===== config.mk =====
export PLATFORM = sky130hd
export DESIGN_NAME = keccak_load_top
export DESIGN_NICKNAME = d
export VERILOG_FILES = /design/src/keccak_pkg.sv /design/src/size_counter.sv /design/src/padding_generator.sv /design/src/sipo_buffer.sv /design/src/load_datapath.sv /design/src/load_control.sv /design/src/keccak_load_top.sv
export SDC_FILE = /design/constraint.sdc
export NUM_CORES = 2
export LEC_CHECK = 0
export BUFFER_PORTS_ARGS = -buffer_cell sky130_fd_sc_hd__buf_2
export CAP_MARGIN = 10
export CORE_AREA = 2 2 562 564
export DETAILED_ROUTE_END_ITERATION = 10
export DIE_AREA = 0 0 564 566
export GPL_ROUTABILITY_DRIVEN = 0
export HOLD_SLACK_MARGIN = 0.15
export PLACE_DENSITY_LB_ADDON = 0.05
export SLEW_MARGIN = 20
export SYNTH_ARGS = -nofsm -noshare
export SYNTH_HDL_FRONTEND = slang
export SYNTH_SLANG_ARGS = --single-unit

===== constraint.sdc =====
create_clock -name clk -period 8 [get_ports clk]
set_input_delay 0.8 -clock clk [delete_from_list [all_inputs] [get_ports clk]]
set_output_delay 0.8 -clock clk [all_outputs]
set_load 0.01 [all_outputs]

===== src/keccak_pkg.sv =====
package keccak_pkg;

    // Lane width of Keccak-f[1600], one host word per lane
    localparam int LANE_W = 64;

    // Rate of each SHAKE variant in bits
    localparam int RATE_SHAKE128 = 1344;
    localparam int RATE_SHAKE256 = 1088;

    // Same rates counted in lanes
    localparam int DEPTH_SHAKE128 = RATE_SHAKE128 / LANE_W;
    localparam int DEPTH_SHAKE256 = RATE_SHAKE256 / LANE_W;

    // Mode code from header bits 62:61, unknown codes run as SHAKE128
    typedef logic [1:0] mode_t;
    localparam mode_t SHAKE128_MODE = 2'b00;
    localparam mode_t SHAKE256_MODE = 2'b01;

    // Widths with a meaning of their own
    typedef logic [4:0]               lane_count_t;
    typedef logic [31:0]              out_size_t;
    typedef logic [31:0]              msg_len_t;
    typedef logic [RATE_SHAKE128-1:0] rate_block_t;

    // SHAKE domain separation byte, then the closing bit of pad10*1
    localparam logic [7:0] DOMAIN_PAD = 8'h1F;
    localparam logic [7:0] FINAL_PAD  = 8'h80;

    // Host words arrive first byte on top, Keccak lanes want it at the bottom
    function automatic logic [LANE_W-1:0] byte_swap(input logic [LANE_W-1:0] word);
        logic [LANE_W-1:0] swapped;
        for (int i = 0; i < LANE_W / 8; i++) begin
            swapped[8*i +: 8] = word[LANE_W-8-8*i +: 8];
        end
        return swapped;
    endfunction

endpackage


===== src/size_counter.sv =====
`timescale 1ns/1ns

module size_counter #(
    parameter int W = 64
) (
    input  logic                 clk,
    input  logic                 rst_n,
    input  logic                 header_load,
    input  keccak_pkg::msg_len_t length_in,
    input  logic                 load_enable,
    output logic                 last_word,
    output logic [2:0]           remainder_bytes,
    output logic                 msg_done
);

    // Bit index above the byte offset within one word
    localparam int REM_MSB = $clog2(W) - 1;
    // Bits consumed per accepted word
    localparam keccak_pkg::msg_len_t STEP = keccak_pkg::msg_len_t'(W);

    // Message bits still to come from the host
    keccak_pkg::msg_len_t bits_left;

    always_ff @(posedge clk or negedge rst_n) begin
        if (!rst_n) begin
            bits_left <= '0;
        end else if (header_load) begin
            bits_left <= length_in;
        end else if (load_enable) begin
            // Saturate at zero so padding words leave the count alone
            if (bits_left <= STEP) begin
                bits_left <= '0;
            end else begin
                bits_left <= bits_left - STEP;
            end
        end
    end

    // Word holding the final message bits
    assign last_word = (bits_left != '0) && (bits_left <= STEP);

    // Valid bytes in that word, a full word wraps to zero
    assign remainder_bytes = bits_left[REM_MSB:3];

    assign msg_done = (bits_left == '0);

endmodule


===== src/padding_generator.sv =====
`timescale 1ns/1ns

module padding_generator #(
    parameter int W = 64
) (
    input  logic         clk,
    input  logic         rst_n,
    input  logic [W-1:0] data_in,
    input  logic         last_word,
    input  logic [2:0]   remainder_bytes,
    input  logic         msg_done,
    input  logic         last_lane,
    input  logic         padding_reset,
    output logic [W-1:0] data_out,
    output logic         last_block
);

    // Domain byte in the first byte position of a host word
    localparam logic [W-1:0] DOMAIN_TOP = {keccak_pkg::DOMAIN_PAD, {(W-8){1'b0}}};

    // Domain byte not yet placed for the current message
    logic         pad_pending;
    logic         partial_word;
    logic         fresh_domain;
    logic [W-1:0] keep_mask;
    logic [W-1:0] base_word;

    // Last word with spare bytes takes the domain byte itself
    assign partial_word = last_word && (remainder_bytes != 3'd0);
    // Full last word or empty message, domain byte opens a word of its own
    assign fresh_domain = msg_done && pad_pending;

    // Keep the valid high-order bytes only
    assign keep_mask = ~({W{1'b1}} >> {remainder_bytes, 3'b000});

    always_comb begin
        if (msg_done) begin
            // Pure padding word, zero once the domain byte is out
            base_word = pad_pending ? DOMAIN_TOP : '0;
        end else if (partial_word) begin
            base_word = (data_in & keep_mask) | (DOMAIN_TOP >> {remainder_bytes, 3'b000});
        end else begin
            base_word = data_in;
        end
    end

    // Final lane of the block that holds the domain byte closes the message
    assign last_block = last_lane && (!pad_pending || partial_word || fresh_domain);

    // Closing bit sits in the lowest host byte, top byte of the lane after the swap
    // and it merges with the domain byte when both land here
    assign data_out = last_block ? (base_word | {{(W-8){1'b0}}, keccak_pkg::FINAL_PAD})
                                 : base_word;

    always_ff @(posedge clk or negedge rst_n) begin
        if (!rst_n) begin
            pad_pending <= 1'b0;
        end else if (padding_reset) begin
            // New header, the domain byte is owed again
            pad_pending <= 1'b1;
        end else if (partial_word || fresh_domain) begin
            pad_pending <= 1'b0;
        end
    end

endmodule


===== src/sipo_buffer.sv =====
`timescale 1ns/1ns

module sipo_buffer #(
    parameter int W     = 64,
    parameter int DEPTH = 21
) (
    input  logic                    clk,
    input  logic                    rst_n,
    input  logic                    en,
    input  logic [W-1:0]            data_in,
    output keccak_pkg::rate_block_t data_out
);

    // Lane storage, newest lane on top
    logic [W*DEPTH-1:0] lanes;

    // Each new lane enters at the top and pushes older lanes down,
    // after DEPTH shifts the first lane of the block sits at the bottom
    always_ff @(posedge clk or negedge rst_n) begin
        if (!rst_n) begin
            lanes <= '0;
        end else if (en) begin
            lanes <= {data_in, lanes[W*DEPTH-1:W]};
        end
    end

    assign data_out = lanes;

endmodule


===== src/load_datapath.sv =====
`timescale 1ns/1ns

module load_datapath #(
    parameter int W = 64
) (
    input  logic                    clk,
    input  logic                    rst_n,
    input  logic                    header_load,
    input  logic                    load_enable,
    input  logic                    padding_reset,
    input  logic [W-1:0]            data_in,
    output logic                    msg_done,
    output logic                    buffer_full,
    output logic                    last_input_block,
    output keccak_pkg::rate_block_t block_out,
    output keccak_pkg::mode_t       operation_mode,
    output keccak_pkg::out_size_t   output_size
);

    keccak_pkg::mode_t       mode_reg;
    keccak_pkg::lane_count_t fill_cnt;
    keccak_pkg::lane_count_t depth;
    logic                    last_lane;
    logic                    last_word;
    logic [2:0]              remainder_bytes;
    logic                    last_word_taken;
    logic                    pad_word_taken;
    logic [W-1:0]            padded_word;
    logic [W-1:0]            lane_le;
    keccak_pkg::rate_block_t buffer_out;

    // Header fields kept for the whole message
    always_ff @(posedge clk or negedge rst_n) begin
        if (!rst_n) begin
            mode_reg    <= keccak_pkg::SHAKE128_MODE;
            output_size <= '0;
        end else if (header_load) begin
            mode_reg    <= data_in[62:61];
            output_size <= {4'b0000, data_in[59:32]};
        end
    end

    // Header mode visible already in the load cycle
    assign operation_mode = header_load ? data_in[62:61] : mode_reg;

    // Lanes per block
    always_comb begin
        case (mode_reg)
            keccak_pkg::SHAKE128_MODE: depth = keccak_pkg::lane_count_t'(keccak_pkg::DEPTH_SHAKE128);
            keccak_pkg::SHAKE256_MODE: depth = keccak_pkg::lane_count_t'(keccak_pkg::DEPTH_SHAKE256);
            default:                   depth = keccak_pkg::lane_count_t'(keccak_pkg::DEPTH_SHAKE128);
        endcase
    end

    assign last_lane   = (fill_cnt == depth - 1'b1);
    // This write brings the fill count to the mode depth
    assign buffer_full = load_enable && last_lane;

    // Fill counter restarts at the edge that writes the last lane
    always_ff @(posedge clk or negedge rst_n) begin
        if (!rst_n) begin
            fill_cnt <= '0;
        end else if (header_load || buffer_full) begin
            fill_cnt <= '0;
        end else if (load_enable) begin
            fill_cnt <= fill_cnt + 1'b1;
        end
    end

    size_counter #(
        .W (W)
    ) u_size_counter (
        .clk             (clk),
        .rst_n           (rst_n),
        .header_load     (header_load),
        .length_in       (data_in[31:0]),
        .load_enable     (load_enable),
        .last_word       (last_word),
        .remainder_bytes (remainder_bytes),
        .msg_done        (msg_done)
    );

    // Padding only reacts to words actually shifted in
    assign last_word_taken = last_word && load_enable;
    assign pad_word_taken  = msg_done && load_enable;

    padding_generator #(
        .W (W)
    ) u_padding_generator (
        .clk             (clk),
        .rst_n           (rst_n),
        .data_in         (data_in),
        .last_word       (last_word_taken),
        .remainder_bytes (remainder_bytes),
        .msg_done        (pad_word_taken),
        .last_lane       (last_lane),
        .padding_reset   (padding_reset),
        .data_out        (padded_word),
        .last_block      (last_input_block)
    );

    // Little-endian lane order for the state
    assign lane_le = keccak_pkg::byte_swap(padded_word);

    sipo_buffer #(
        .W     (W),
        .DEPTH (keccak_pkg::DEPTH_SHAKE128)
    ) u_sipo_buffer (
        .clk      (clk),
        .rst_n    (rst_n),
        .en       (load_enable),
        .data_in  (lane_le),
        .data_out (buffer_out)
    );

    // SHAKE256 fills only the top 17 lanes
    // Shifting them down to lane 0 leaves the unused high lanes at zero
    assign block_out = (mode_reg == keccak_pkg::SHAKE256_MODE)
                     ? (buffer_out >> (keccak_pkg::RATE_SHAKE128 - keccak_pkg::RATE_SHAKE256))
                     : buffer_out;

    // A header only arrives between blocks
    header_between_blocks: assert property (@(posedge clk) disable iff (!rst_n)
        header_load |-> fill_cnt == '0)
        else $error("header while fill count is %0d", fill_cnt);

endmodule


===== src/load_control.sv =====
`timescale 1ns/1ns

module load_control (
    input  logic clk,
    input  logic rst_n,
    input  logic start,
    input  logic data_valid,
    input  logic msg_done,
    input  logic buffer_full,
    input  logic last_input_block,
    output logic header_load,
    output logic load_enable,
    output logic padding_reset,
    output logic need_data,
    output logic block_valid,
    output logic last_block,
    output logic busy,
    output logic done
);

    typedef enum logic [2:0] {
        IDLE,
        ABSORB,
        PAD,
        EMIT,
        FINISH
    } state_t;

    state_t state;
    state_t state_next;

    // Header accepted while idle or in the done cycle
    assign header_load   = start && ((state == IDLE) || (state == FINISH));
    // Padding state starts over with every header
    assign padding_reset = header_load;

    // Ask for words until the size counter runs out
    assign need_data = (state == ABSORB) && !msg_done;

    // Host words while data is needed
    // One padding word per cycle after that
    assign load_enable = (state == PAD) || ((state == ABSORB) && (msg_done || data_valid));

    assign block_valid = (state == EMIT);
    assign done        = (state == FINISH);
    assign busy        = (state == ABSORB) || (state == PAD) || (state == EMIT);

    always_comb begin
        state_next = state;
        case (state)
            IDLE, FINISH: begin
                state_next = start ? ABSORB : IDLE;
            end
            ABSORB: begin
                if (buffer_full) begin
                    state_next = EMIT;
                end else if (msg_done) begin
                    state_next = PAD;
                end
            end
            PAD: begin
                if (buffer_full) begin
                    state_next = EMIT;
                end
            end
            EMIT: begin
                // Next block starts straight after the hand-off cycle
                if (last_block) begin
                    state_next = FINISH;
                end else if (msg_done) begin
                    state_next = PAD;
                end else begin
                    state_next = ABSORB;
                end
            end
            default: begin
                state_next = IDLE;
            end
        endcase
    end

    always_ff @(posedge clk or negedge rst_n) begin
        if (!rst_n) begin
            state <= IDLE;
        end else begin
            state <= state_next;
        end
    end

    // Last-block flag taken with the final lane write and held through EMIT
    always_ff @(posedge clk or negedge rst_n) begin
        if (!rst_n) begin
            last_block <= 1'b0;
        end else if (header_load) begin
            last_block <= 1'b0;
        end else if (buffer_full) begin
            last_block <= last_input_block;
        end
    end

    // A block flagged last leaves no message words behind
    last_after_message: assert property (@(posedge clk) disable iff (!rst_n)
        (block_valid && last_block) |-> msg_done)
        else $error("last block handed off before the message ended");

    // Host only sends words that were asked for
    data_only_on_need: assert property (@(posedge clk) disable iff (!rst_n)
        (state != IDLE && data_valid) |-> need_data)
        else $error("data_valid while need_data is low");

endmodule


===== src/keccak_load_top.sv =====
`timescale 1ns/1ns

module keccak_load_top #(
    parameter int W = 64
) (
    input  logic                    clk,
    input  logic                    rst_n,
    input  logic                    start,
    input  logic                    data_valid,
    input  logic [W-1:0]            data_in,
    output logic                    need_data,
    output logic                    block_valid,
    output logic                    last_block,
    output keccak_pkg::rate_block_t block_out,
    output keccak_pkg::mode_t       operation_mode,
    output keccak_pkg::out_size_t   output_size,
    output logic                    busy,
    output logic                    done
);

    // Control strobes to the datapath
    logic header_load;
    logic load_enable;
    logic padding_reset;
    // Status back to the FSM
    logic msg_done;
    logic buffer_full;
    logic last_input_block;

    load_control u_load_control (
        .clk              (clk),
        .rst_n            (rst_n),
        .start            (start),
        .data_valid       (data_valid),
        .msg_done         (msg_done),
        .buffer_full      (buffer_full),
        .last_input_block (last_input_block),
        .header_load      (header_load),
        .load_enable      (load_enable),
        .padding_reset    (padding_reset),
        .need_data        (need_data),
        .block_valid      (block_valid),
        .last_block       (last_block),
        .busy             (busy),
        .done             (done)
    );

    load_datapath #(
        .W (W)
    ) u_load_datapath (
        .clk              (clk),
        .rst_n            (rst_n),
        .header_load      (header_load),
        .load_enable      (load_enable),
        .padding_reset    (padding_reset),
        .data_in          (data_in),
        .msg_done         (msg_done),
        .buffer_full      (buffer_full),
        .last_input_block (last_input_block),
        .block_out        (block_out),
        .operation_mode   (operation_mode),
        .output_size      (output_size)
    );

endmodule


==> metrics.txt <==
htree depth 4; min Tclk post-route 4.76 ns; Area contributors post-synth dfrtp_1 52%, nand2_1 22%, mux2_2 18%; Post-Route WL ~390000 µm; CP Class flop to flop; final cell count without fillers around 13000; maximum root-to-sink buffer count 4; router iterations before antenna repair 5; CP Max Fanout 175; register area share after synthesis 0.517; fin. max-slew vios 0; largest stage delay on the critical path roughly 0.78 ns; Placed Instance Area 79900 µm²; final worst slack 3.24 ns; Worst slew margin 0.206; Synth cell types 61; count of flip-flops with a built-in enable after synthesis 0; hold slack ~0.23 ns; Top FF cell, synth dfrtp_1; Pleak 47.9 nW; RSZ-0062 raised after global routing no; outcome complete, no violations; Tot Pwr 45.3 mW; # nets final 8917; post-synthesis cell area 68600 µm²; gr usage total 0.233; max reg flops 1344; fin crit share 0.595; Via Count slightly below 60000; Crit path required time around 8.8 ns; final hold violation count 0; worst hold path type input port to flop; maximum VDD drop 0.268 mV; DRT iter0 DRCs ~5700; startpoint types flop; DP Wirelength 295000 µm; Syn. warnings 0; PD cells 524 nW/µm²; DRT antenna net count 0; initial core utilization 0.219; initial antenna violation count 74; core box area roughly 310000 µm²; FF+latch count, synth roughly 1400; FMAX between 200 and 250 MHz; CP endpoint kind flop; Ports 1451; post-place setup slack approximately 3.3 ns; slowest CP cell or4_1; CTS Buf Count 193; clk sinks about 1400; critical path cell sequence or4_1 -> or4_1 -> o31a_2 -> buf_12 -> buf_12 -> buf_4 -> nand2_1 -> nand2_1; Synth top area share 0.517; clk slew on worst S/H paths 0.06 ns; CTS tree done; post-route cell area 86500 µm²; Final setup viols 0; Post-Synthesis Cells approximately 7600; ys async rst share 1.00; critical path arrival between 5 and 6 ns; clk_skew about 0.056 ns; most frequent cells in the layout 3989 x nand2_1, 1445 x buf_2, 1416 x dfrtp_1; placed insts approximately 13000; commonest non-fill, non-tap cell in the layout nand2_1; Root Driver clkbuf_16; die area 319000 µm²; setup TNS 0 ns; largest net degree at the start of global routing 179; first-pass GRT wire length between 500000 and 600000 µm; worst slew pin tran about 1.2 ns; Die W approximately 560 µm; vias per cell between 4 and 5; # resized after CTS 0; die height 566 µm; clk_lat worst skew between 0.8 and 0.9 ns; Syn-to-layout area delta 26.2%; I/O Buffers ~1400; Core Util, Final 0.276; DRC 0; dominant cell type by area after synthesis dfrtp_1; number of global-route vias before repair between 50000 and 60000; Avg WL per Cell 29.2 µm; Avg Cell Area, Syn approximately 9 µm²; Cell Rows between 200 and 250; Max-Cap Viols 0; grt ovf 0; layout cells sized above 1 0.323
[cell families after synthesis]
group                      after synthesis  synth area share
AOI/OAI and AO/OA                      174            0.0186
xor gates and xnor gates                 3          0.000383
adders and majority gates                5          0.000912
buffers and inverters                  507            0.0312
DFF                                   1416             0.517
muxes                                 1088             0.179
other                                    1         0.0000547
and+or+nand+nor                       4388             0.254
[final cells by class]
type,count,area (µm²)
tap,4160,5200
multi-input combinational,5662,31100
clock inverter,28,267
inverter,23,86.3
antenna,30,75.1
timing repair buffer,1548,8460
sequential,1416,35400
fill,34000,227000
clock buffer,311,5950
[routing by layer]
layer  global-route usage  routed length (µm)
met3               0.0640               30300
met2                0.322              155000
met4               0.0597               10900
met5                    0                 115
met1                0.351              189000
[path summary, 6_finish.rpt]
kind,slack [ns],endpoint,startpoint,depth (start not counted)
setup / recovery,3.24,u_load_datapath.u_sipo_buffer.data_out[138],u_load_datapath.u_size_counter.bits_left[21],8
hold / removal,0.23,u_load_datapath.output_size[17],data_in[49],3
setup reg to reg,3.24,u_load_datapath.u_sipo_buffer.data_out[138],u_load_datapath.u_size_counter.bits_left[21],8
hold reg to reg,0.46,u_load_datapath.u_sipo_buffer.data_out[43],u_load_datapath.u_sipo_buffer.data_out[43],2
max in group asynchronous,5.50,u_load_datapath.u_sipo_buffer.data_out[92],rst_n,4
min in group asynchronous,0.51,u_load_datapath.u_sipo_buffer.data_out[1272],rst_n,2
[Yosys cell counts, types with 3 or more instances]
cell	count
and2_1	264
o21ai_0	39
or3_1	5
mux2_2	1088
a22o_1	21
nor3_1	12
buf_4	4
nor4b_1	3
nand3b_1	3
nand2b_1	7
nor4_1	8
a32o_1	6
o211ai_1	14
o31a_1	3
a211o_1	3
nand2_1	3989
clkbuf_1	293
a221o_1	14
inv_1	23
a311oi_1	3
a32oi_1	10
dfrtp_1	1416
o2111ai_1	3
a31oi_1	7
nand4_1	10
nor3b_1	3
o311ai_0	4
ha_1	5
buf_2	177
and4_1	3
and3_1	4
a21oi_1	21
nand3_1	27
o31ai_1	3
a22oi_1	3
or4_1	9
buf_1	10
nor2_1	34
[power breakdown]
group	switching (mW)	internal [mW]
Combinational	13.6	7.45
Clock	3.60	5.12
Sequential	5.39	10.2
[repair_timing]
action                                  CTS  global route
endpoints found under the setup margin    0             0
hold endpoints to repair                125             0
hold buffers                             29             0
setup buffers                             0             0
[critical path, delay by kind of cell, from the launching register on]
family / cells / cell delay (ns)
buffers and inverters: 3 / 1.37
and+or+nand+nor: 4 / 1.69
DFF: 1 / 0.44
AOI/OAI and AO/OA: 1 / 0.62
Power figures use the tool's default switching activity.
